<file path="src/verilog/cnn_types_pkg.sv">
package cnn_types_pkg;

	localparam int WORD_W = 16;
	localparam int ACC_W  = 32;
	localparam int CNT_W  = 8;

	// one 16-bit lane value, operand or result
	typedef logic [WORD_W-1:0] word_t;

	typedef logic signed [ACC_W-1:0] acc_t;	// lane sums and running values

	// K, N, S and the loop indices
	typedef logic [CNT_W-1:0] cnt_t;

	// one beat on the result port
	typedef struct packed {
		word_t word;
		cnt_t  lane;	// 0 for conv
		logic  last;	// final beat of the command
	} out_beat_t;

endpackage

</file>
<file path="src/verilog/mac_lane.sv">
`timescale 1ns/1ps

module mac_lane (
	input  logic                 clk,
	input  logic                 rst,
	input  logic                 i_valid,
	input  logic                 i_first,
	input  logic                 i_last,
	input  cnn_types_pkg::word_t i_data,
	input  cnn_types_pkg::word_t i_weight,
	output cnn_types_pkg::acc_t  o_acc,
	output logic                 o_acc_valid
);

	cnn_types_pkg::acc_t prod;
	cnn_types_pkg::acc_t acc_base;

	assign prod     = $signed(i_data) * $signed(i_weight);	// 16x16 signed into 32
	assign acc_base = i_first ? '0 : o_acc;					// restart per window

	always_ff @(posedge clk) begin
		if (i_valid) begin
			o_acc <= acc_base + prod;
		end
	end

	// sum is complete the cycle after the last element
	always_ff @(posedge clk or posedge rst) begin
		if (rst) begin
			o_acc_valid <= 1'b0;
		end else begin
			o_acc_valid <= i_valid && i_last;
		end
	end

endmodule

</file>
<file path="config.mk">
export PLATFORM = sky130hd
export DESIGN_NAME = mac_lane
export DESIGN_NICKNAME = d
export VERILOG_FILES = /design/src/verilog/cnn_types_pkg.sv /design/src/verilog/mac_lane.sv
export SDC_FILE = /design/constraint.sdc
export NUM_CORES = 1
export LEC_CHECK = 0
export BUFFER_PORTS_ARGS = -buffer_cell sky130_fd_sc_hd__buf_2
export CORE_MARGIN = 3
export CORE_UTILIZATION = 55
export DETAILED_ROUTE_END_ITERATION = 10
export PLACE_DENSITY = 0.73
export SYNTH_ARGS = -nofsm -noshare
export SYNTH_HDL_FRONTEND = slang
export SYNTH_SLANG_ARGS = --single-unit
</file>
<file path="constraint.sdc">
create_clock -name clk -period 8.6 [get_ports clk]
set_input_delay 0.43 -clock clk [delete_from_list [all_inputs] [get_ports clk]]
set_output_delay 0.43 -clock clk [all_outputs]
set_load 0.01 [all_outputs]
</file>
==> metrics <==
count of different cell masters after synthesis=47; DRT iter0 DRCs=around 470; Slew HR=45.42%; Placement Setup Slack=approximately 2 ns; Slew @ Worst Pin=0.8163 ns; most frequent cells in the layout=inv_1, fa_1, nand2_1, and2_1, ha_1; CTS Buffer Depth=2; vias in the first global route=between 8k and 9k; largest net degree at the start of global routing=34; die span in y=about 150 um; postcts setup bufs=0; Root Buffer=clkbuf_16; Final Hold Violating Endpoints=0; insertion delay to the later sink of the worst-skew pair=roughly 0.28 ns; Mapped Nets=~1.7k; fin. max-slew vios=0; critical path's largest stage delay=~0.71 ns; Worst Setup Path Type=input port to register; Syn Inst Count=roughly 1.3k; clk sinks=33; Cell Chain, Critical Path=buf_2, and2_1, fa_1, inv_1, fa_1, inv_1, fa_1, fa_1, fa_1, inv_1, fa_1, inv_1, ha_1, and4_1, nand2_1, nor4b_1, o2111ai_1, a41oi_1, o211ai_1; Routed WL per cell=~17 um; r2r setup slk=3.13 ns; CP endpoint kind=register; GP Congestion=roughly 0.86; fillers=between 1.5k and 2k; Hold Path Class=input port to register; count of flip-flops with a built-in enable after synthesis=32; register area share after synthesis=8.173%; Final setup viols=0; ys flop type=edfxtp_1; RSZ-0062 raised after global routing=false; post-route ant nets=0; P&R area growth vs syn=6.046%; min Tclk post-route=6.253 ns; status=completed; # H-tree levels=2; wire length on met3=~1900 um; global-route wire length before repair=46510 um; CP startpoint kind=input port; CTS tree=built; final setup TNS=0 ns; Synth Register Bits=33; Die X=around 150 um; Initial Util=around 57%; core area=around 21000 um2; worst hold slack=roughly 0.36 ns; Routed WL=between 20000 and 30000 um; CTS resizes=0; Critical Path RT=~8.6 ns; num rows=53; number of diodes=0; cts bufs inserted=5; clk slew on worst S/H paths=0.05 ns; Syn Area/Cell=around 9.6 um2; Highest Signal Layer=met4; vias=between 8k and 9k; Max Cap Violations=0; Post-DP HPWL=~23000 um; commonest non-fill, non-tap cell in the layout=inv_1; Setup WS post-layout=2.347 ns; All-Layer GR Usage=about a quarter; I/O Pins=70; DR DRC count=0; Layout Nets=roughly 1.7k; IO buf count=69; Post-CTS Hold Buffers=1; share of layout cells above drive strength 1=around 6%; Max FO, Critical Path=16; Worst Skew=approximately 0.0059 ns; crit path DAT=around 6.3 ns; CP delay by family, top=adder cells; Post-Layout Cell Count=1573; fmax=159.9 MHz; period utilization=between 70% and 80%; met2 WL=approximately 11000 um; placed instance count=approximately 1.6k; grt ovf=0; Post-Route M1 WL=13050 um; DR pass1 iterations=4; ys async rst share=around 3.0%; crit-path most repeated cell=fa_1; initial antenna violation count=0; number of vias per cell=around 5.2; CP bufs+invs=5; Post-Syn Area=between 10000 and 15000 um2; slowest CP cell=fa_1; Synth Warn #=0; Die Area=approximately 24000 um2
sequential cells by signal, indices dropped and copies added, names as in the netlist:
name         count
o_acc           32
o_acc_valid      1
layout make-up:
cell class / count / area, um2 / share of cell area [%]
tap: 275 / 344.1 / 2.689
inverter: 337 / 1265 / 9.888
clock buffer: 7 / 142.6 / 1.115
timing repair buffer: 70 / 355.3 / 2.778
multi-input combinational: 850 / 9671 / 75.59
clock inverter: 1 / 30.03 / 0.2347
sequential: 33 / 985.9 / 7.707
metal layers:
metal | global-route usage, % | vias to the layer above
met2 | 35.09 | 273
li1 | - | 3747
met4 | 3.743 | 0
met1 | 39.93 | 4136
met5 | 0 | -
met3 | 3.406 | 13
per-stage QoR:
| stage | util, % | instance area (um2) |
|---|---|---|
| 2_1_floorplan | - | 12060 |
| 5_1_grt | 60.10 | 12790 |
| 6_report | 60.10 | 12790 |
| 4_1_cts | 60.10 | 12790 |
| 3_5_place_dp | 59.24 | 12610 |
| 3_3_place_gp | 59.24 | 12610 |
final timing paths:
kind | to | from | cells past startpoint
min in group asynchronous | o_acc_valid | rst | 3
worst min-delay path | o_acc_valid | i_last | 2
worst min register to register | o_acc[0] | o_acc[0] | 2
worst max-delay path | o_acc[30] | i_data[15] | 19
worst max register to register | o_acc[26] | o_acc[15] | 18
max in group asynchronous | o_acc_valid | rst | 3
kinds of logic (layout without fill, tap and decap cells):
family	after synthesis	count (layout)	share of synthesized area, %
flip-flops	33	33	8.173
buffers and inverters	373	415	11.67
AO/OA/AOI/OAI	69	69	3.806
adder cells (fa/ha/maj)	390	390	58.62
AND/OR/NAND/NOR	351	351	14.83
XOR/XNOR	40	40	2.904
cells in the mapped netlist, types with 2 or more instances:
master    number  share of area [%]
fa_1         292                 48
a211oi_1       5               0.31
ha_1          98                 10
inv_1        337                 10
nor2b_1       35                1.8
o31ai_1        2               0.12
or2_1          2               0.10
o21a_1         2               0.12
nand2b_1       6               0.31
and2_1       122                6.3
o21ai_0        6               0.25
nor3_1         7               0.29
o21bai_1       2               0.12
nand2_1      133                4.1
nand4_1        2               0.10
xor2_1         9               0.65
o21ai_1        6               0.25
edfxtp_1      32                8.0
clkbuf_1      34                1.1
a21o_1         8               0.50
xnor2_1       31                2.3
a31o_1         2               0.15
nor2_1        28               0.87
a211o_1        2               0.15
o211ai_1       3               0.19
a21oi_1       22               0.91
nand3_1        8               0.33
Power is not shown: default switching activity piles up to over one toggle a cycle in this logic, so the estimate is an artifact.
