**config.mk**
```make
export PLATFORM = sky130hd
export DESIGN_NAME = lane_reduce
export DESIGN_NICKNAME = d
export VERILOG_FILES = /design/src/verilog/cnn_types_pkg.sv /design/src/verilog/lane_reduce.sv
export SDC_FILE = /design/constraint.sdc
export NUM_CORES = 1
export LEC_CHECK = 0
export ABC_AREA = 1
export BUFFER_PORTS_ARGS = -buffer_cell sky130_fd_sc_hd__buf_4
export CAP_MARGIN = 0
export CORE_ASPECT_RATIO = 1.2
export CORE_UTILIZATION = 45
export CTS_CLUSTER_SIZE = 40
export DETAILED_ROUTE_END_ITERATION = 6
export PLACE_DENSITY = 0.73
export SLEW_MARGIN = 15
export SYNTH_ARGS = -nofsm -noshare
export SYNTH_HDL_FRONTEND = slang
export SYNTH_SLANG_ARGS = --single-unit
```
**constraint.sdc**
```tcl
create_clock -name clk -period 0.8 [get_ports clk]
set_input_delay 0.04 -clock clk [delete_from_list [all_inputs] [get_ports clk]]
set_output_delay 0.04 -clock clk [all_outputs]
set_load 0.02 [all_outputs]
```
**src/verilog/cnn_types_pkg.sv**
```systemverilog
package cnn_types_pkg;

	localparam int WORD_W = 16;
	localparam int ACC_W  = 32;
	localparam int CNT_W  = 8;

	// one 16-bit lane value, operand or result
	typedef logic [WORD_W-1:0] word_t;

	typedef logic signed [ACC_W-1:0] acc_t;	// lane sums and running values

	// K, N, S and the loop indices
	typedef logic [CNT_W-1:0] cnt_t;

	// one beat on the result port
	typedef struct packed {
		word_t word;
		cnt_t  lane;	// 0 for conv
		logic  last;	// final beat of the command
	} out_beat_t;

endpackage

```
**src/verilog/lane_reduce.sv**
```systemverilog
`timescale 1ns/1ps

module lane_reduce #(
	parameter int LANES = 4
) (
	input  logic                            clk,
	input  logic                            rst,
	input  logic                            i_valid,
	input  cnn_types_pkg::acc_t [LANES-1:0] i_accs,
	input  cnn_types_pkg::word_t            i_bias,
	output cnn_types_pkg::word_t            o_word,
	output logic                            o_valid
);

	cnn_types_pkg::acc_t total;

	// bias first, then every lane, wrapping in 32 bits
	always_comb begin
		total = cnn_types_pkg::acc_t'($signed(i_bias));
		for (int i = 0; i < LANES; i++) begin
			total = total + i_accs[i];
		end
	end

	// relu, keep the low word
	always_ff @(posedge clk) begin
		if (i_valid) begin
			o_word <= total[31] ? '0 : total[15:0];
		end
	end

	always_ff @(posedge clk or posedge rst) begin
		if (rst) begin
			o_valid <= 1'b0;
		end else begin
			o_valid <= i_valid;
		end
	end

endmodule

```
==> impl_metrics.py <==
metrics = {
    "placed_design": {
        "finalWeightedCongestion": 0.815,
        "dpl-instance-area_um2": 6480,
        "hpwlAfterDp_um": 9030,
        "post-place-ws_ns": -2.56,
        "portBuffers": 163,
    },
    "synth": {
        "netlist-cell-type-count": 25,
        "synth_commonest_cells": "280 x inv_1, 92 x fa_1, 71 x nand2_1, 32 x ha_1, 25 x nor2_1",
        "avgSynthCellArea_um2": 7.86,
        "synth_async_sr_flop_share": 0.0588,
        "synth_most_common_cell": "inv_1",
        "synthCells": 592,
        "synth_ff_type": "edfxtp_1",
        "yosysSeqAreaShare": 0.109,
        "synth.area.top_cells": "fa_1 40%, inv_1 23%, edfxtp_1 10%",
        "synth-seq-cells": 17,
        "synth_nets": 863,
        "synth_warnings": 0,
        "synth_edf_count": 16,
        "synth_area_leader_cell": "fa_1",
        "syn_area_um2": 4650,
        "synth_top_cell_area_share": 0.396,
    },
    "setup_path": {
        "path_common_cell": "inv_2",
        "crit_family": "adder cells",
        "crit_fanout": 8,
        "crit_buf_inv": 5,
        "crit_slowest_cell": "fa_1",
        "critical_path_depth": 18,
        "worstPathRequired_ns": 0.80,
        "endpoint_kind": "flip-flop",
        "critical_path.startpoint_type": "input pin",
        "critical_path_arrival_ns": 3.11,
        "path_cells": "buf_6, inv_2, fa_1, inv_2, fa_1, inv_2, fa_1, inv_2, ha_4, nand2_4, nor2_4, and2_4, nand2_1, nand3_2, nor2_4, nand3_4, nand2_8, nor2_2",
        "crit_type": "in2reg",
        "max_stage_delay_ns": 0.57,
    },
    "cells_and_area": {
        "nNetsFinal": 1070,
        "fill_cells": 803,
        "num_antenna_cells": 0,
        "drive_above_1_share": 0.381,
        "areaGrowthSynthToFinish_pct": 49.3,
        "fin_area_um2": 6950,
    },
    "grt": {
        "grt_pass1_vias": 4472,
        "use_met3": 0.0228,
        "globalRoute.totalOverflow": 0,
        "grt_max_degree": 18,
        "antenna_found_initial": 0,
        "grt-busiest-layer": "met2",
        "grt_use_total": 0.202,
        "grt_use_met1": 0.215,
        "gr-usage-met2": 0.411,
        "grt_pass1_wl_um": 17500,
    },
    "detailed_routing": {
        "drt-initial-drc-count": 52,
        "ant_nets": 0,
        "drt-total-wl_um": 10100,
        "drc_errors": 0,
        "num_vias": 4055,
        "drt-vias-per-instance": 4.39,
        "detail_route.wl_per_cell_um": 10.9,
        "dr.pass1.iters": 6,
    },
    "clock_tree": {
        "clk_pin_slew_ns": 0.05,
        "root_buffer": "clkbuf_16",
        "clock_path_buffers": 2,
        "numCtsBuffers": 3,
        "h-tree-depth": 1,
        "cts.sinks": 17,
        "tritoncts": "yes",
    },
    "status": {
        "violations": "setup timing",
        "status": "finished, violations left",
    },
    "timing": {
        "hold_ws_ns": 0.0519,
        "setup_violations": 31,
        "fin_setup_tns_ns": -37.01,
        "slew_headroom": 0.779,
        "finalCriticalPeriod_ns": 3.11,
        "rsz0062_at_grt": "true",
        "final_hold_viol_count": 0,
        "tightest_slew_ns": 0.330,
        "fmax_mhz": 321,
        "slew_violations": 0,
        "post-route-period-util": 3.89,
        "finalWorstSetupSlack_ns": -2.31,
    },
    "pwr": {
        "p_leak_nw": 4.06,
        "ir_drop_mv": 1.34,
        "power_density_nw_per_um2": 2700,
    },
    "job": {
        "maxCapViolCount": 0,
    },
    "floorplanning": {
        "num_rows": 40,
        "die_w_um": 94.8,
        "ios": 164,
        "die_h_um": 113,
        "core_um2": 10000,
        "dieArea_um2": 10700,
        "initial_core_util": 0.465,
    },
    "min_path": {
        "hold_depth": 1,
        "hold_class": "in2reg",
    },
}
-- layout by cell type, fill, tap and decap left out, types with 13 or more instances in the layout --
cell | synthesis | layout
buf_4 | 0 | 178
buf_6 | 0 | 21
edfxtp_1 | 16 | 16
fa_1 | 92 | 91
ha_1 | 32 | 14
ha_4 | 0 | 17
inv_1 | 280 | 252
inv_2 | 0 | 25
nand2_1 | 71 | 62
nor2_1 | 25 | 13
-- where the power goes --
| part | total [W] | switching (W) | internal, W |
|---|---|---|---|
| Sequential | 0.00195 | 0.000240 | 0.00171 |
| Clock | 0.000970 | 0.000296 | 0.000674 |
| Combinational | 0.0158 | 0.00831 | 0.00750 |
| Total | 0.0187 | 0.00885 | 0.00989 |
-- registers in the layout (all words and copies together) (netlist names) --
name,cells
o_valid,1
o_word,16
-- final cells by class --
type	count	area, µm²	share of cell area
repair buffers	202	1620	0.233
multi-input cells	295	3520	0.507
well taps	126	158	0.0227
flip-flops and latches	17	505	0.0728
inverters	280	1060	0.153
clock buffers	4	78.8	0.0113
-- final timing paths --
check                                            to        from
max                        o_word[14]$_SDFFCE_PP0P_  i_accs[92]
max in group asynchronous         o_valid$_DFF_PP0_         rst
min                               o_valid$_DFF_PP0_     i_valid
min in group asynchronous         o_valid$_DFF_PP0_         rst
-- per-stage QoR --
step / power [W] / util / instances
final: 0.0187 / 0.694 / 924
after global routing: 0.0207 / 0.694 / 924
after CTS: 0.0178 / 0.682 / 924
after detailed placement: 0.0153 / 0.647 / 916
after global placement: 0.0148 / 0.647 / 916
after floorplan: 0.0108 / - / 592
-- per-layer routing --
layer | up-vias | part of all wire
met1 | 1916 | 0.36
met4 | 0 | 0.016
met3 | 14 | 0.051
met2 | 117 | 0.57
li1 | 2008 | -
met5 | - | 0
-- cell families (layout without fill, tap and decap cells) --
| group | Yosys count | count (layout) | synth area share |
|---|---|---|---|
| AOI/OAI and AO/OA | 24 | 24 | 0.0296 |
| xor gates and xnor gates | 11 | 11 | 0.0207 |
| adders and majority gates | 124 | 124 | 0.482 |
| buffers and inverters | 281 | 486 | 0.230 |
| DFF | 17 | 17 | 0.109 |
| and+or+nand+nor | 135 | 136 | 0.129 |
-- repair_timing --
action	in CTS	in global routing
hold buffers	1	0
endpoints found under the hold margin	1	0
endpoints found under the setup margin	31	33
cloned	1	0
pin swaps	26	23
buffers inserted	2	0
gates resized for setup	58	34
Power figures use the tool's default switching activity.
