--- src/verilog/cnn_types_pkg.sv ---
package cnn_types_pkg;

	localparam int WORD_W = 16;
	localparam int ACC_W  = 32;
	localparam int CNT_W  = 8;

	// one 16-bit lane value, operand or result
	typedef logic [WORD_W-1:0] word_t;

	typedef logic signed [ACC_W-1:0] acc_t;	// lane sums and running values

	// K, N, S and the loop indices
	typedef logic [CNT_W-1:0] cnt_t;

	// one beat on the result port
	typedef struct packed {
		word_t word;
		cnt_t  lane;	// 0 for conv
		logic  last;	// final beat of the command
	} out_beat_t;

endpackage

--- src/verilog/avg_divider.sv ---
`timescale 1ns/1ps

module avg_divider #(
	parameter int LANES = 4
) (
	input  logic                             clk,
	input  logic                             rst,
	input  logic                             i_start,
	input  cnn_types_pkg::acc_t  [LANES-1:0] i_sums,
	input  cnn_types_pkg::cnt_t              i_kernel,
	output logic                             o_busy,
	output cnn_types_pkg::word_t [LANES-1:0] o_quot,
	output logic                             o_done
);

	localparam int Q_STEPS = 16;

	logic                running;
	logic [4:0]          step;	// 0..15 quotient bits, 16 applies the sign
	logic                setup;
	cnn_types_pkg::cnt_t divisor;
	logic [31:0]         mag [LANES];
	logic [31:0]         trial [LANES];
	logic [31:0]         rem_q [LANES];
	logic [15:0]         quo_q [LANES];	// dividend bits out, quotient bits in
	logic [LANES-1:0]    neg_q;

	assign setup = i_start && !running;

	// busy also covers the done cycle so no new window starts before the load
	assign o_busy = running | o_done;

	always_comb begin
		for (int i = 0; i < LANES; i++) begin
			mag[i]   = i_sums[i][31] ? 32'(-i_sums[i]) : 32'(i_sums[i]);
			trial[i] = {rem_q[i][30:0], quo_q[i][15]};
		end
	end

	always_ff @(posedge clk or posedge rst) begin
		if (rst) begin
			running <= 1'b0;
			step    <= '0;
			o_done  <= 1'b0;
		end else begin
			o_done <= 1'b0;
			if (setup) begin
				running <= 1'b1;
				step    <= '0;
			end else if (running && step == 5'(Q_STEPS)) begin
				running <= 1'b0;
				o_done  <= 1'b1;
			end else if (running) begin
				step <= step + 5'd1;
			end
		end
	end

	always_ff @(posedge clk) begin
		if (setup) begin
			divisor <= i_kernel;
			for (int i = 0; i < LANES; i++) begin
				neg_q[i] <= i_sums[i][31];
				rem_q[i] <= mag[i] >> Q_STEPS;	// high part is below K
				quo_q[i] <= mag[i][15:0];
			end
		end else if (running && step < Q_STEPS) begin
			for (int i = 0; i < LANES; i++) begin
				if (trial[i] >= 32'(divisor)) begin
					rem_q[i] <= trial[i] - 32'(divisor);
					quo_q[i] <= {quo_q[i][14:0], 1'b1};
				end else begin
					rem_q[i] <= trial[i];
					quo_q[i] <= {quo_q[i][14:0], 1'b0};
				end
			end
		end else if (running) begin
			for (int i = 0; i < LANES; i++) begin
				o_quot[i] <= neg_q[i] ? -quo_q[i] : quo_q[i];	// truncates toward zero
			end
		end
	end

endmodule

--- config.mk ---
export PLATFORM = sky130hd
export DESIGN_NAME = avg_divider
export DESIGN_NICKNAME = d
export VERILOG_FILES = /design/src/verilog/cnn_types_pkg.sv /design/src/verilog/avg_divider.sv
export SDC_FILE = /design/constraint.sdc
export NUM_CORES = 1
export LEC_CHECK = 0
export BUFFER_PORTS_ARGS = -buffer_cell sky130_fd_sc_hd__buf_4
export CAP_MARGIN = 20
export CELL_PAD_IN_SITES_DETAIL_PLACEMENT = 0
export CELL_PAD_IN_SITES_GLOBAL_PLACEMENT = 2
export CORE_ASPECT_RATIO = 0.6
export CORE_MARGIN = 2
export CORE_UTILIZATION = 35
export CTS_BUF_LIST = sky130_fd_sc_hd__clkbuf_2 sky130_fd_sc_hd__clkbuf_4 sky130_fd_sc_hd__clkbuf_8
export DETAILED_ROUTE_END_ITERATION = 8
export PLACE_DENSITY_LB_ADDON = 0.1
export SLEW_MARGIN = 20
export SYNTH_ARGS = -nofsm -noshare
export SYNTH_HDL_FRONTEND = slang
export SYNTH_SLANG_ARGS = --single-unit
export TNS_END_PERCENT = 1
--- constraint.sdc ---
create_clock -name clk -period 6.2 [get_ports clk]
set_clock_uncertainty 0.05 [all_clocks]
set_input_delay 0.62 -clock clk [delete_from_list [all_inputs] [get_ports clk]]
set_output_delay 0.62 -clock clk [all_outputs]
set_load 0.1 [all_outputs]
==> results.py <==
metrics = {
    "setup_path": {
        "worst-path-buf-inv": 0,
        "cp_cell_sequence": "ha_1, fa_1, nor2b_1, o31ai_1, a211o_1, a211oi_2, nand2_1, or3_1, a32o_1",
        "end_kind": "flop",
        "criticalPathCategory": "reg2reg",
        "crit_arrival_ns": 4.04,
        "worst-path-stages": 9,
        "required_ns": 6.49,
        "critical_path_peak_fanout": 10,
        "cp_top_family": "compound AO/OA/AOI/OAI gates",
        "start_kind": "flop",
        "max_stage_delay_ns": 0.70,
        "slowest_stage": "a211oi_2",
        "r2r_cells": 9,
    },
    "finish": {
        "syn2layout_area_growth_pct": 18.1,
        "final-seq-area_um2": 8100,
        "nNetsFinal": 2113,
        "multi_input_area_um2": 8700,
        "drive_above_1_share": 0.156,
        "diodes": 0,
        "fillCellCount": 4757,
    },
    "die": {
        "start_util": 0.357,
        "die_w_um": 290,
        "rows": 62,
        "die_area_um2": 51000,
        "die_h_um": 176,
        "io-pin-count": 205,
        "coreArea_um2": 48200,
    },
    "synthesis": {
        "yosysTopAreaCell": "edfxtp_1",
        "yosysWarnings": 0,
        "seq_area_frac_synth": 0.471,
        "synth_common_cells": "264 x edfxtp_1, 176 x nand2_1, 145 x nor2_1, 138 x xnor2_1, 120 x xor2_1",
        "synth_edf_count": 264,
        "synth_area_leaders": "edfxtp_1 46%, xnor2_1 7.0%, xor2_1 6.1%",
        "ys.flop_type": "edfxtp_1",
        "synth.distinct_cells": 70,
        "ys_async_sr_fraction": 0.0258,
        "synth.most_common_cell": "edfxtp_1",
        "yosys_register_bits": 271,
        "syn-cell-area_um2": 17200,
        "avgSynthCellArea_um2": 9.92,
        "synthCells": 1734,
        "syn_nets": 1919,
        "synth_top_cell_area_share": 0.461,
    },
    "placed_design": {
        "portBuffers": 204,
        "preCtsSetupSlack_ns": 2.41,
        "hpwl_um": 36000,
        "gp_congestion": 0.815,
    },
    "routing": {
        "ant_nets": 0,
        "wl_per_cell_um": 19.2,
        "num_vias": 13800,
        "drc_errors": 0,
        "drt_wl_total_um": 50000,
        "firstDrtPassIters": 7,
        "drtIter0Drc": 1024,
        "post_drt_via_cell_ratio": 5.28,
    },
    "pwr": {
        "combPwrFrac": 0.450,
        "switchingPower_uw": 4750,
        "static-leakage-power_uw": 0.00733,
        "switching_share": 0.449,
        "seq_power_share": 0.395,
        "power_density_nw_per_um2": 520,
        "intPower_uw": 5820,
        "ir_worst_vdd_mv": 0.377,
        "pwr-share-clk": 0.155,
    },
    "clock_tree": {
        "ctsHoldBuffers": 1,
        "clk_path_buf_depth": 3,
        "cts_setup_buffers": 0,
        "htreeDepth": 2,
        "tritoncts": "yes",
        "cts.sinks": 271,
        "clkLatencyLatePin_ns": 0.59,
        "cts_resized": 0,
        "clk_pin_slew_ns": 0.06,
        "cts_root_buf": "clkbuf_8",
        "cts_buffers": 46,
    },
    "global_routing": {
        "grt_pass1_vias": 12700,
        "grt_pass1_wl_um": 77800,
        "antenna_found_initial": 1,
        "overflow": 0,
        "grt_usage": 0.193,
        "grt_max_degree": 180,
    },
    "sta": {
        "tightest_slew_ns": 0.970,
        "max_slew_margin": 0.354,
        "period_needed_ns": 3.75,
        "hold_violations": 0,
        "fin_crit_sh": 0.605,
        "setup_tns_ns": 0,
        "setup_viol": 0,
        "worst_slack_ns": 2.45,
        "maxSlewViolCount": 0,
        "fmax_ghz": 0.267,
        "rsz0062_at_grt": "false",
    },
    "run_status": {
        "status": "completed",
    },
    "hold_path": {
        "min_delay_path_depth": 1,
        "hp-class": "in2reg",
    },
    "run": {
        "drv_cap": 0,
    },
}
## final cells by class
cell class	instances	area share
Timing Repair Buffer	215	0.0808
Clock buffer	64	0.0396
Inverter	45	0.00831
Tap cell	640	0.0394
Sequential cell	271	0.399
Clock inverter	21	0.00492
Multi-Input combinational cell	1349	0.428
## through the flow
step | cells | power, uW | instance area (um^2) | hold WS, ns | utilization
final | 2605 | 10600 | 20300 | 0.156 | 0.422
after global routing | 2605 | 11300 | 20300 | 0.103 | 0.422
after CTS | 2605 | 10700 | 20300 | 0.0937 | 0.422
after detailed placement | 2519 | 8950 | 19400 | 0.483 | 0.403
after global placement | 2519 | 8920 | 19400 | 0.490 | 0.403
after floorplan | 1734 | 7660 | 17200 | 0.373 | -
## worst reg2reg max path, cell delays in order (launching register included)
cell	delay, ns
edfxtp_1	0.48
ha_1	0.28
fa_1	0.39
nor2b_1	0.23
o31ai_1	0.16
a211o_1	0.39
a211oi_2	0.70
nand2_1	0.20
or3_1	0.38
a32o_1	0.26
## state kept, by name, indices dropped and copies added (netlist names)
signal,flops
o_done,1
quo_q,64
running,1
divisor,8
neg_q,4
o_quot,64
step,5
rem_q,124
## kinds of logic after synthesis
| kind of cell | count (synthesis) | synth area share |
|---|---|---|
| AOI/OAI and AO/OA | 389 | 0.140 |
| and+or+nand+nor | 645 | 0.190 |
| muxes | 11 | 0.00640 |
| xor gates and xnor gates | 258 | 0.131 |
| buffers and inverters | 114 | 0.0257 |
| adders and majority gates | 46 | 0.0352 |
| DFF | 271 | 0.471 |
## cell usage in the layout, fill, tap and decap left out, types with 20 or more instances in the layout
cell / n
xnor2_1: 138
edfxtp_1: 264
nand4_1: 21
buf_4: 212
nor2_1: 145
o21ai_0: 96
or3_1: 45
a21oi_1: 68
nor2b_1: 20
o41ai_1: 23
xor2_1: 120
nand2_1: 175
clkbuf_8: 52
o31ai_1: 64
o21ai_1: 60
inv_1: 42
nor4_1: 29
ha_1: 42
nand3_1: 47
or4_1: 34
nor3_1: 52
## per-layer routing
layer | part of all wire | wire length, um | up-vias | global-route usage
met5 | 0 | 0 | - | 0
met2 | 0.40 | 19800 | 305 | 0.260
met4 | 0.014 | 690 | 0 | 0.0375
met1 | 0.55 | 27300 | 6571 | 0.318
met3 | 0.043 | 2150 | 58 | 0.0295
li1 | - | - | 6832 | -
## worst paths after layout
path	slack [ns]	endpoint	start
setup / recovery	2.45	rem_q[3][19]	divisor[0]
hold / removal	0.16	divisor[0]	i_kernel[0]
setup reg to reg	2.45	rem_q[3][19]	divisor[0]
hold reg to reg	0.49	o_quot[48]	quo_q[3][0]
max in group asynchronous	5.37	step[0]	rst
min in group asynchronous	0.50	o_done	rst
## power by group through the flow
| stage | Combinational (uW) | Sequential [uW] | Clock [uW] |
|---|---|---|---|
| 2_1_floorplan | 2790 | 4870 | 0 |
| 3_3_place_gp | 4740 | 4190 | 0 |
| 3_5_place_dp | 4770 | 4180 | 0 |
| 4_1_cts | 4800 | 4160 | 1700 |
| 5_1_grt | 5250 | 4290 | 1780 |
| 6_report | 4750 | 4170 | 1640 |
Power figures use the tool's default switching activity.
