===== config.mk =====
export PLATFORM = sky130hd
export DESIGN_NAME = result_serializer
export DESIGN_NICKNAME = d
export VERILOG_FILES = /design/src/verilog/cnn_types_pkg.sv /design/src/verilog/cnn_cmd_pkg.sv /design/src/verilog/result_serializer.sv
export SDC_FILE = /design/constraint.sdc
export NUM_CORES = 1
export LEC_CHECK = 0
export BUFFER_PORTS_ARGS = -buffer_cell sky130_fd_sc_hd__buf_4
export CAP_MARGIN = 0
export CORE_MARGIN = 2
export CORE_UTILIZATION = 40
export DETAILED_ROUTE_END_ITERATION = 8
export HOLD_SLACK_MARGIN = 0.03
export PLACE_DENSITY = 0.67
export REMOVE_ABC_BUFFERS = 1
export SLEW_MARGIN = 25
export SYNTH_ARGS = -nofsm -noshare
export SYNTH_HDL_FRONTEND = slang
export SYNTH_SLANG_ARGS = --single-unit

===== constraint.sdc =====
create_clock -name clk -period 2.6 [get_ports clk]
set_clock_uncertainty 0.2 [all_clocks]
set_input_delay 0.13 -clock clk [delete_from_list [all_inputs] [get_ports clk]]
set_output_delay 0.13 -clock clk [all_outputs]
set_load 0.005 [all_outputs]

===== src/verilog/cnn_types_pkg.sv =====
package cnn_types_pkg;

	localparam int WORD_W = 16;
	localparam int ACC_W  = 32;
	localparam int CNT_W  = 8;

	// one 16-bit lane value, operand or result
	typedef logic [WORD_W-1:0] word_t;

	typedef logic signed [ACC_W-1:0] acc_t;	// lane sums and running values

	// K, N, S and the loop indices
	typedef logic [CNT_W-1:0] cnt_t;

	// one beat on the result port
	typedef struct packed {
		word_t word;
		cnt_t  lane;	// 0 for conv
		logic  last;	// final beat of the command
	} out_beat_t;

endpackage


===== src/verilog/cnn_cmd_pkg.sv =====
package cnn_cmd_pkg;

	typedef enum logic [1:0] {
		op_conv    = 2'd0,
		op_maxpool = 2'd1,
		op_avgpool = 2'd2
	} op_t;

	// one engine command, held until the last beat is taken
	typedef struct packed {
		op_t                  op;
		cnn_types_pkg::cnt_t  kernel_size;	// window length K
		cnn_types_pkg::cnt_t  o_side;		// outputs N
		cnn_types_pkg::cnt_t  stride;		// data step between windows
		cnn_types_pkg::word_t bias;			// conv only
	} cmd_t;

	// run covers read issue, drain waits for the last beat
	typedef enum logic [1:0] {
		st_idle  = 2'd0,
		st_run   = 2'd1,
		st_drain = 2'd2
	} ctrl_state_t;

endpackage


===== src/verilog/result_serializer.sv =====
`timescale 1ns/1ps

module result_serializer #(
	parameter int LANES = 4
) (
	input  logic                             clk,
	input  logic                             rst,
	input  cnn_cmd_pkg::op_t                 i_op,
	input  cnn_types_pkg::word_t             i_conv_word,
	input  logic                             i_conv_valid,
	input  cnn_types_pkg::word_t [LANES-1:0] i_pool_words,
	input  logic                             i_pool_valid,
	input  logic                             i_win_last,
	output logic                             o_stage_free,
	output cnn_types_pkg::out_beat_t         o_out,
	output logic                             o_out_valid,
	input  logic                             i_out_ready,
	output logic                             o_last_taken
);

	cnn_types_pkg::word_t [LANES-1:0] stage_q;
	cnn_types_pkg::cnt_t              stage_cnt;	// words still waiting
	cnn_types_pkg::cnt_t              stage_idx;	// next lane to send
	logic                             stage_last;	// staged window is the final one
	logic                             load_conv;
	logic                             load_pool;
	logic                             out_free;
	logic                             move;

	assign load_conv = i_conv_valid && (i_op == cnn_cmd_pkg::op_conv);
	assign load_pool = i_pool_valid && (i_op != cnn_cmd_pkg::op_conv);

	// output register takes a word when empty or being drained
	assign out_free = !o_out_valid || i_out_ready;
	assign move     = (stage_cnt != '0) && out_free;

	assign o_stage_free = (stage_cnt == '0);
	assign o_last_taken = o_out_valid && i_out_ready && o_out.last;

	always_ff @(posedge clk or posedge rst) begin
		if (rst) begin
			stage_cnt   <= '0;
			stage_idx   <= '0;
			stage_last  <= 1'b0;
			o_out_valid <= 1'b0;
		end else begin
			if (load_conv || load_pool) begin
				stage_cnt  <= load_conv ? 8'd1 : cnn_types_pkg::cnt_t'(LANES);
				stage_idx  <= '0;
				stage_last <= i_win_last;
			end else if (move) begin
				stage_cnt <= stage_cnt - 8'd1;
				stage_idx <= stage_idx + 8'd1;
			end
			if (move) begin
				o_out_valid <= 1'b1;
			end else if (i_out_ready) begin
				o_out_valid <= 1'b0;
			end
		end
	end

	always_ff @(posedge clk) begin
		if (load_conv) begin
			stage_q[0] <= i_conv_word;
		end else if (load_pool) begin
			stage_q <= i_pool_words;
		end
		if (move) begin
			o_out.word <= stage_q[stage_idx];
			o_out.lane <= stage_idx;	// lane 0 first
			o_out.last <= stage_last && (stage_cnt == 8'd1);
		end
	end

endmodule


==> metrics.txt <==
run status finished, final reports clean; Switching Fraction 0.2643; die extent in y 106.5 um; Ports 116; number of buffers inserted to repair setup after CTS 0; power dissipated by switching net loads 1.267 mW; global-route total usage across every layer 0.1677; fraction of final layout cells sized beyond drive strength 1 0.4059; overall routed net length 9.121 mm; main area contributors after synthesis sky130_fd_sc_hd__edfxtp_1 64%, sky130_fd_sc_hd__dfrtp_1 11%, sky130_fd_sc_hd__mux4_2 8.6%; kind of cell adding the most delay to the critical path simple AND/OR/NAND/NOR gates; WHS Endpoint stage_cnt[2]; Root Buffer Master sky130_fd_sc_hd__clkbuf_8; die width 106.5 um; proportion of power drawn by combinational gates 0.279; Min-Delay Startpoint i_op[0]; Post-route DRC 0; met2 wire length 4.955 mm; routed length on met3 441 um; Ant. Diodes 0; initial antenna violation count 0; number of slew-limit violations in the final report 0; nets@finish 528; Mapped Cells 226; starting density of the core 0.4091; crit-path cells inv_1 -> ha_1 -> or3b_2 -> o21ai_2 -> inv_2 -> xnor2_1 -> o21bai_1; layout-stage area growth over the synthesis result 50.24%; Setup Viol. Count Final 0; CP Capture Type flip-flop; power density cells 759.0 nW/um^2; # Max-Cap Violations 0; top achievable clock speed 0.4342 GHz; number of library cell types mapped by synthesis 34; sequential element share of the synthesized area 0.7429; # clock sinks 107; Leak 2.453 nW; drt first pass iters 4; number of buffers created by CTS 9; clock period minus final worst setup slack 2.303 ns; Placement Cell Area 5263 um^2; vias in the first global route 2918; post-route worst setup slack 0.2970 ns; clock tree from TritonCTS yes; critical path type reg2reg; most common cell after layout, fill and taps aside sky130_fd_sc_hd__buf_4; Data arrival, critical path 2.32 ns; largest stage delay on the critical path 0.51 ns; hold buffers post-CTS 84; max_slew headroom 0.5212; cells resized by post-CTS repair 0; row count 37; Clk pwr share 0.218; library cell occupying the most area in the post-synthesis netlist sky130_fd_sc_hd__edfxtp_1; worst voltage drop across the vdd grid 0.4691 mV; PortBufs 115; Worst EP required 2.62 ns; Least-Margin Pin Slew 0.7174 ns; final hold violations 0; total negative setup slack 0 ns; M1 wire length 3.610 mm; r2r setup slk 0.30 ns; leading cell types in the layout, fill and taps excluded 124 x sky130_fd_sc_hd__buf_4, 89 x sky130_fd_sc_hd__edfxtp_1, 84 x sky130_fd_sc_hd__dlygate4sd3_1; routed vias 2708; maximum net fanout on the critical path 30; sequential share of power 0.503; top routing layer in use met4; number of H-tree levels 3; RSZ-0062 raised after global routing no; fin crit share 0.8858; pin count of the biggest net entering global routing 51; capture point of the worst reg-to-reg path stage_cnt[0]; Critical path origin stage_cnt[0]; number of synthesized register bits 107; CP Buf/Inv Count 2; Layout Cell Area excl Fill 6316 um^2; placeable core area 10280 um^2; type of origin of the critical path flip-flop; Crit Reg-Reg Startpoint stage_cnt[0]; clock tree buffer depth 2; detail-routed net length per standard cell 15.81 um; cell type of the slowest stage on the worst timing path sky130_fd_sc_hd__or3b_2; DRT iter0 DRCs 112; type of the most critical hold path in2reg; area fraction of the dominant cell type after synthesis 0.6357; area of the die 11350 um^2; HPWL after DPL 5.495 mm; internal power consumption 3.527 mW; placed cells 477; count of yosys warnings during synthesis 0; hold path cells 4; clock insertion delay at the later pin of the skew report 0.36 ns; number of standard cells in the layout, taps in and fillers out 577; Avg Vias per Cell 4.693; wire length of the first global-routing pass 14.43 mm; clock-pin slew on the worst setup and hold paths 0.09 ns; Final Total Pwr 4.794 mW; minimum setup slack after placement 0.3277 ns; final weighted congestion of routability-driven global placement 0.7511; remaining antenna violation count after routing 0; mean cell area of the mapped netlist 18.60 um^2; Overflow after GRT 0; Synth Cell Area 4204 um^2; number of cells on the worst reg-to-reg path 7
==> area by class of cell <==
cell class,instances,area (um^2)
inverters,5,18.77
clock inverters,5,61.31
clock buffers,11,151.4
fillers,751,3961
well taps,136,170.2
multi-input cells,105,1020
flip-flops and latches,107,3123
repair buffers,208,1772
==> per-layer routing <==
layer / global-route usage / vias up
met5: 0 / -
met4: 0.04638 / 0
met3: 0.04047 / 9
met2: 0.3082 / 80
met1: 0.1954 / 1304
li1: - / 1315
==> sequential cells by signal (all words and copies together), names as in the netlist <==
signal and count:
stage_idx 8, stage_last 1, o_out_valid 1, stage_q 64, stage_cnt 8, o_out 25
==> power by group through the flow <==
stage	Sequential (mW)	Clock [mW]	Combinational, mW
floorplan	2.51	0	0.580
detailed placement	2.45	0	1.24
global route	2.45	1.14	1.47
CTS	2.42	1.07	1.35
finish	2.41	1.05	1.34
global placement	2.44	0	1.22
==> Yosys cell counts (all sizes together) <==
| cell type | instances |
|---|---|
| mux2 | 16 |
| nand3 | 3 |
| a21oi | 11 |
| nand2b | 1 |
| o31ai | 5 |
| xnor2 | 2 |
| o21ai | 6 |
| edfxtp | 89 |
| nor2 | 7 |
| or3 | 6 |
| or3b | 1 |
| ha | 4 |
| inv | 5 |
| nand2 | 8 |
| nor3b | 1 |
| dfrtp | 18 |
| o21a | 1 |
| mux4 | 16 |
| o211ai | 3 |
| o21bai | 2 |
| nand4 | 1 |
| and3 | 1 |
| clkbuf | 3 |
| buf | 6 |
| or4 | 6 |
| or4bb | 1 |
| xor2 | 2 |
| a211oi | 1 |
==> stage by stage <==
stage,hold slack (ns),util
floorplan,-0.1314,-
finish,0.1202,0.6146
detailed placement,0.09327,0.5121
global route,0.1579,0.6146
global placement,0.08619,0.5121
CTS,0.1069,0.6146
==> how the worst max path moves through the flow <==
stage                        end  slack, ns  depth (start not counted)
finish              stage_cnt[0]       0.30                          7
CTS                 stage_cnt[0]       0.29                          7
global route        stage_cnt[0]       0.10                          7
detailed placement  stage_cnt[0]       0.33                          7
floorplan             stage_q[0]      -0.29                          3
global placement    stage_cnt[0]       0.37                          7
==> cells by family (layout without fill, tap and decap cells) <==
family | after synthesis | count (layout) | synth area share
multiplexers | 32 | 32 | 0.1286
AND/OR/NAND/NOR | 36 | 36 | 0.04852
AO/OA/AOI/OAI | 29 | 29 | 0.04375
buffers and inverters | 14 | 229 | 0.01607
XOR/XNOR | 4 | 4 | 0.008335
flip-flops | 107 | 107 | 0.7429
adder cells (fa/ha/maj) | 4 | 4 | 0.01191
==> worst register-to-register path, cell delays in order (launching register included) <==
cell and delay (ns):
sky130_fd_sc_hd__dfrtp_1 0.43, sky130_fd_sc_hd__inv_1 0.10, sky130_fd_sc_hd__ha_1 0.14, sky130_fd_sc_hd__or3b_2 0.51, sky130_fd_sc_hd__o21ai_2 0.17, sky130_fd_sc_hd__inv_2 0.29
sky130_fd_sc_hd__xnor2_1 0.26, sky130_fd_sc_hd__o21bai_1 0.08
No activity file was read; power rests on OpenSTA's default activity.
