## src/verilog/cnn_types_pkg.sv

```systemverilog
package cnn_types_pkg;

	localparam int WORD_W = 16;
	localparam int ACC_W  = 32;
	localparam int CNT_W  = 8;

	// one 16-bit lane value, operand or result
	typedef logic [WORD_W-1:0] word_t;

	typedef logic signed [ACC_W-1:0] acc_t;	// lane sums and running values

	// K, N, S and the loop indices
	typedef logic [CNT_W-1:0] cnt_t;

	// one beat on the result port
	typedef struct packed {
		word_t word;
		cnt_t  lane;	// 0 for conv
		logic  last;	// final beat of the command
	} out_beat_t;

endpackage

```

## src/verilog/cnn_cmd_pkg.sv

```systemverilog
package cnn_cmd_pkg;

	typedef enum logic [1:0] {
		op_conv    = 2'd0,
		op_maxpool = 2'd1,
		op_avgpool = 2'd2
	} op_t;

	// one engine command, held until the last beat is taken
	typedef struct packed {
		op_t                  op;
		cnn_types_pkg::cnt_t  kernel_size;	// window length K
		cnn_types_pkg::cnt_t  o_side;		// outputs N
		cnn_types_pkg::cnt_t  stride;		// data step between windows
		cnn_types_pkg::word_t bias;			// conv only
	} cmd_t;

	// run covers read issue, drain waits for the last beat
	typedef enum logic [1:0] {
		st_idle  = 2'd0,
		st_run   = 2'd1,
		st_drain = 2'd2
	} ctrl_state_t;

endpackage

```

## src/verilog/engine_ctrl.sv

```systemverilog
`timescale 1ns/1ps

module engine_ctrl #(
	parameter int ADDR_W = 10
) (
	input  logic                 clk,
	input  logic                 rst,
	input  cnn_cmd_pkg::cmd_t    i_cmd,
	input  logic                 i_cmd_valid,
	output logic                 o_cmd_ready,
	input  logic                 i_stage_free,
	input  logic                 i_div_busy,
	input  logic                 i_last_taken,
	output cnn_cmd_pkg::op_t     o_op,
	output logic                 o_rd_en,
	output logic [ADDR_W-1:0]    o_d_addr,
	output logic [ADDR_W-1:0]    o_w_addr,
	output logic                 o_elem_valid,
	output logic                 o_elem_first,
	output logic                 o_elem_last,
	output logic                 o_win_last,
	output cnn_types_pkg::word_t o_bias,
	output cnn_types_pkg::cnt_t  o_kernel
);

	// edges from the last read of a window until its result is seen
	// on i_stage_free (conv) or i_div_busy (avg)
	localparam logic [2:0] SETTLE = 3'd4;

	cnn_cmd_pkg::ctrl_state_t state;
	cnn_cmd_pkg::cmd_t        cmd_q;
	cnn_types_pkg::cnt_t      elem_idx;	// t
	cnn_types_pkg::cnt_t      out_idx;	// j
	logic [ADDR_W-1:0]        win_base;	// j*S
	logic [2:0]               settle_cnt;
	logic                     rd_first;
	logic                     rd_last;
	logic                     rd_win_last;
	logic                     win_start;
	logic                     elem_end;
	logic                     last_win;
	logic                     issue;

	assign win_start = (elem_idx == '0);
	assign elem_end  = (elem_idx == cmd_q.kernel_size - 8'd1);
	assign last_win  = (out_idx == cmd_q.o_side - 8'd1);

	// inside a window reads go back to back, a new window waits for room
	assign issue = (state == cnn_cmd_pkg::st_run) &&
		(!win_start || (settle_cnt == '0 && i_stage_free && !i_div_busy));

	assign o_cmd_ready = (state == cnn_cmd_pkg::st_idle);
	assign o_op        = cmd_q.op;
	assign o_bias      = cmd_q.bias;
	assign o_kernel    = cmd_q.kernel_size;

	always_ff @(posedge clk or posedge rst) begin
		if (rst) begin
			state    <= cnn_cmd_pkg::st_idle;
			cmd_q    <= '0;
			elem_idx <= '0;
			out_idx  <= '0;
			win_base <= '0;
		end else begin
			case (state)
				cnn_cmd_pkg::st_idle: begin
					if (i_cmd_valid) begin
						cmd_q    <= i_cmd;
						elem_idx <= '0;
						out_idx  <= '0;
						win_base <= '0;
						state    <= cnn_cmd_pkg::st_run;
					end
				end
				cnn_cmd_pkg::st_run: begin
					if (issue && elem_end) begin
						elem_idx <= '0;
						out_idx  <= out_idx + 8'd1;
						win_base <= win_base + ADDR_W'(cmd_q.stride);
						if (last_win) begin
							state <= cnn_cmd_pkg::st_drain;
						end
					end else if (issue) begin
						elem_idx <= elem_idx + 8'd1;
					end
				end
				cnn_cmd_pkg::st_drain: begin
					if (i_last_taken) begin
						state <= cnn_cmd_pkg::st_idle;
					end
				end
				default: state <= cnn_cmd_pkg::st_idle;
			endcase
		end
	end

	// holds off the next window start until the previous result has landed
	always_ff @(posedge clk or posedge rst) begin
		if (rst) begin
			settle_cnt <= '0;
		end else if (issue && elem_end) begin
			settle_cnt <= SETTLE;
		end else if (settle_cnt != '0) begin
			settle_cnt <= settle_cnt - 3'd1;
		end
	end

	// read port and its tags, then tags delayed to meet the data
	always_ff @(posedge clk or posedge rst) begin
		if (rst) begin
			o_rd_en      <= 1'b0;
			rd_first     <= 1'b0;
			rd_last      <= 1'b0;
			rd_win_last  <= 1'b0;
			o_elem_valid <= 1'b0;
			o_elem_first <= 1'b0;
			o_elem_last  <= 1'b0;
			o_win_last   <= 1'b0;
		end else begin
			o_rd_en      <= issue;
			rd_first     <= issue && win_start;
			rd_last      <= issue && elem_end;
			rd_win_last  <= issue && elem_end && last_win;
			o_elem_valid <= o_rd_en;
			o_elem_first <= rd_first;
			o_elem_last  <= rd_last;
			o_win_last   <= rd_win_last;
		end
	end

	always_ff @(posedge clk) begin
		if (issue) begin
			o_d_addr <= win_base + ADDR_W'(elem_idx);	// j*S + t
			o_w_addr <= ADDR_W'(elem_idx);
		end
	end

endmodule

```

## config.mk

```make
export PLATFORM = sky130hd
export DESIGN_NAME = engine_ctrl
export DESIGN_NICKNAME = d
export VERILOG_FILES = /design/src/verilog/cnn_types_pkg.sv /design/src/verilog/cnn_cmd_pkg.sv /design/src/verilog/engine_ctrl.sv
export SDC_FILE = /design/constraint.sdc
export NUM_CORES = 1
export LEC_CHECK = 0
export BUFFER_PORTS_ARGS = -buffer_cell sky130_fd_sc_hd__buf_2
export CORE_AREA = 2 2 109 111
export DETAILED_ROUTE_END_ITERATION = 7
export DIE_AREA = 0 0 111 113
export HOLD_SLACK_MARGIN = 0.15
export PLACE_DENSITY = 0.68
export SLEW_MARGIN = 20
export SYNTH_ARGS = -nofsm -noshare
export SYNTH_HDL_FRONTEND = slang
export SYNTH_SLANG_ARGS = --single-unit
```

## constraint.sdc

```tcl
create_clock -name clk -period 4.1 [get_ports clk]
set_clock_uncertainty 0.05 [all_clocks]
set_input_delay 0.82 -clock clk [delete_from_list [all_inputs] [get_ports clk]]
set_output_delay 0.82 -clock clk [all_outputs]
set_load 0.01 [all_outputs]
```

==> metrics.md <==
| Metric | Value |
|---|---|
| Cell variety after synth | 56 |
| WL final | 10590 um |
| Reg area | 2567 sq um |
| Run status | complete, no violations |
| Clock latency on the worst-skew pair | 0.34 ns |
| VDD IR-drop max | 0.2704 mV |
| Top-count cell post-synth | nand2_1 |
| Post-CTS sizing | 0 |
| FF-to-FF path depth | 10 |
| GRT Total Usage | 18.14% |
| CTS buffer count | 9 |
| Clk buf depth | 2 |
| RR Endpoint | win_base[4]$_DFFE_PP0P_ |
| Syn-to-layout area delta | 14.05% |
| Inst Count DP | 730 |
| Worst Path Required | 4.28 ns |
| Global-route wire length before repair | 18490 um |
| Die area | 12540 sq um |
| Comb power frac | 37.0% |
| Detail Placement HPWL | 7472 um |
| Site Rows | 39 |
| Clock transition at path regs | 0.07 ns |
| Crit path kind | reg -> reg |
| Placer Congestion | 0.8464 |
| Die H | 113 um |
| Layout Cells excl Fill | 746 |
| CP Max Fanout | 23 |
| Sequential-to-total area share from yosys stat | 49.53% |
| Hold/Removal Path Class | reg -> reg |
| Sw frac | 37.18% |
| # diodes | 0 |
| Int Pwr | 2574 uW |
| Largest cells by area after synthesis | dfrtp_1 (39%), edfxtp_1 (10%), nand2_1 (9.7%) |
| Total leakage power | 0.003101 uW |
| Die width | 111 um |
| Final instance area | 5912 sq um |
| Slew headroom | 31.43% |
| Final period utilization | 76.89% |
| Top cells by count, synth | nand2_1 (134), dfrtp_1 (81), buf_4 (28) |
| Max cap viols | 0 |
| Root Driver | clkbuf_16 |
| Main synth FF type | dfrtp_1 |
| Pre-CTS setup slack | 0.7458 ns |
| Nets | 671 |
| Yosys warning count | 0 |
| Initial Utilization | 45.99% |
| Antenna Violating Nets Remaining | 0 |
| H-tree Lvls | 3 |
| Vias in the first global route | 3918 |
| Hold-fix buffers, CTS | 0 |
| Fmax | 317.2 MHz |
| Pre-antenna DRT Iters | 4 |
| Vias/cell | 5.155 |
| Worst Hold End | o_win_last$_DFF_PP0_ |
| Core area | 11270 sq um |
| Worst-Margin Slew | 1.025 ns |
| Total setup buffers inserted after CTS | 0 |
| Post-Synthesis Cells | 532 |
| Synth top area share | 39.10% |
| Setup-failing EPs final | 0 |
| Crit Reg-Reg Startpoint | settle_cnt[0]$_DFFE_PP0P_ |
| CTS tree | done |
| Number of synthesized flops with an enable pin | 18 |
| Worst setup SP type | flop |
| Power share of the sequential group | 40.4% |
| Routed vias | 3846 |
| NetSw | 1524 uW |
| Fin Setup TNS | 0 ns |
| Hold Crit Depth | 0 |
| Flop2flop setup slack | 0.95 ns |
| Multi-input logic area | 2243 sq um |
| Largest net degree at the start of global routing | 54 |
| Syn_area_per_cell | 9.744 sq um |
| Synth area leader | dfrtp_1 |
| Pwr Density | 693.2 nW/um^2 |
| GRT overflow | 0 |
| Clock share of power | 22.6% |
| Critical Path Source | settle_cnt[0]$_DFFE_PP0P_ |
| Dpl cell area | 5583 sq um |
| Arrival time worst endpoint | 3.34 ns |
| I/O Buffers | 97 |
| Worst Hold Launch | rd_win_last$_DFF_PP0_ |
| Period minus WS final | 3.152 ns |
| Ports | 100 |
| Setup ws final | 0.9475 ns |
| Share of cells above drive strength 1 | 21.72% |
| Routed WL per cell | 14.20 um |
| DRT iter0 DRCs | 199 |
| # clock sinks | 99 |
| Flops & latches, synth | 99 |
| Initial antenna violation count | 0 |
| CP Capture Type | flop |
| Max-slew violation count | 0 |
| Post-route DRC | 0 |
| Asr flop ratio synth | 81.82% |
| Fillers | 1009 |
| RSZ-0062 raised after global routing | no |
| Mapped cell area | 5184 sq um |
| Final Hold Viols | 0 |
-- power groups by stage --
stage	combinational [uW]	clock (uW)	sequential [uW]
after global routing	1720	987	1700
after detailed placement	1520	0	1670
after CTS	1530	947	1660
after floorplan	1230	0	1620
final	1520	925	1660
after global placement	1480	0	1660
-- how the worst max path moves through the flow --
stage,slack [ns],depth (start not counted),end
after CTS,0.88,10,win_base[4]$_DFFE_PP0P_
after detailed placement,0.75,8,win_base[4]$_DFFE_PP0P_
final,0.95,10,win_base[4]$_DFFE_PP0P_
after global routing,0.64,10,win_base[3]$_DFFE_PP0P_
after global placement,0.82,8,win_base[4]$_DFFE_PP0P_
after floorplan,1.15,1,cmd_q[16]$_DFFE_PP0P_
-- logic make-up (layout without fill, tap and decap cells) --
family / count (synthesis) / in the layout / share of synthesized area (%)
simple gates: 221 / 221 / 20.11
flops: 99 / 99 / 49.53
compound gates: 79 / 79 / 9.848
buf+inv: 68 / 138 / 7.338
xor+xnor: 33 / 33 / 5.576
fa+ha+maj: 25 / 25 / 6.324
mux: 6 / 6 / 1.207
other cells: 1 / 2 / 0.07234
-- worst max-delay path, stage by stage, from the launching register on --
cell and delay (ns):
dfrtp_1 0.39, inv_1 0.09, ha_1 0.21, nand2b_4 0.08, or3b_1 0.39, a31o_2 0.28
clkinv_2 0.28, nand4_4 0.33, inv_1 0.41, nor2_1 0.17, o41ai_1 0.36
-- metal layers --
metal,track usage (%),vias up,wire length [um]
met1,23.27,1821,4945
met3,4.124,15,457
met2,30.59,87,5035
met5,0,-,0
li1,-,1923,-
met4,6.250,0,157
-- metrics by stage --
step	utilization, %	hold WS, ns	total power [uW]
after CTS	52.45	0.3024	4139
after global placement	49.53	0.2863	3142
after floorplan	-	0.2812	2853
final	52.45	0.2994	4098
after global routing	52.45	0.3142	4411
after detailed placement	49.53	0.2879	3193
-- flip-flops by register name, indices dropped and copies added (netlist names), 2 cells and up --
signal / count
o_kernel: 8
o_w_addr: 8
o_d_addr: 10
elem_idx: 8
win_base: 10
out_idx: 8
o_bias: 16
state: 2
o_op: 2
cmd_q: 16
settle_cnt: 3
-- placed cells by master, fill, tap and decap left out, types with 5 or more instances in the layout --
master | netlist | final
nand2_1 | 134 | 133
inv_1 | 21 | 20
clkbuf_16 | 0 | 9
a211oi_1 | 5 | 5
nor2_1 | 22 | 22
buf_2 | 3 | 97
a21oi_1 | 17 | 17
xnor2_1 | 24 | 24
nand3_1 | 20 | 20
dfrtp_1 | 81 | 81
edfxtp_1 | 18 | 18
o31ai_1 | 5 | 5
o21ai_0 | 23 | 23
xor2_1 | 9 | 9
nor3_1 | 8 | 8
nand2b_1 | 5 | 5
and3_1 | 5 | 5
a22o_1 | 5 | 5
ha_1 | 23 | 23
-- final cells by class --
cell class	instances	area share, %
clock inverter	4	1.228
multi-input combinational	366	37.95
timing repair buffer	100	8.593
clock buffer	12	4.339
tap	143	3.026
sequential	99	43.43
inverter	22	1.439
No activity file was read; power rests on OpenSTA's default activity.
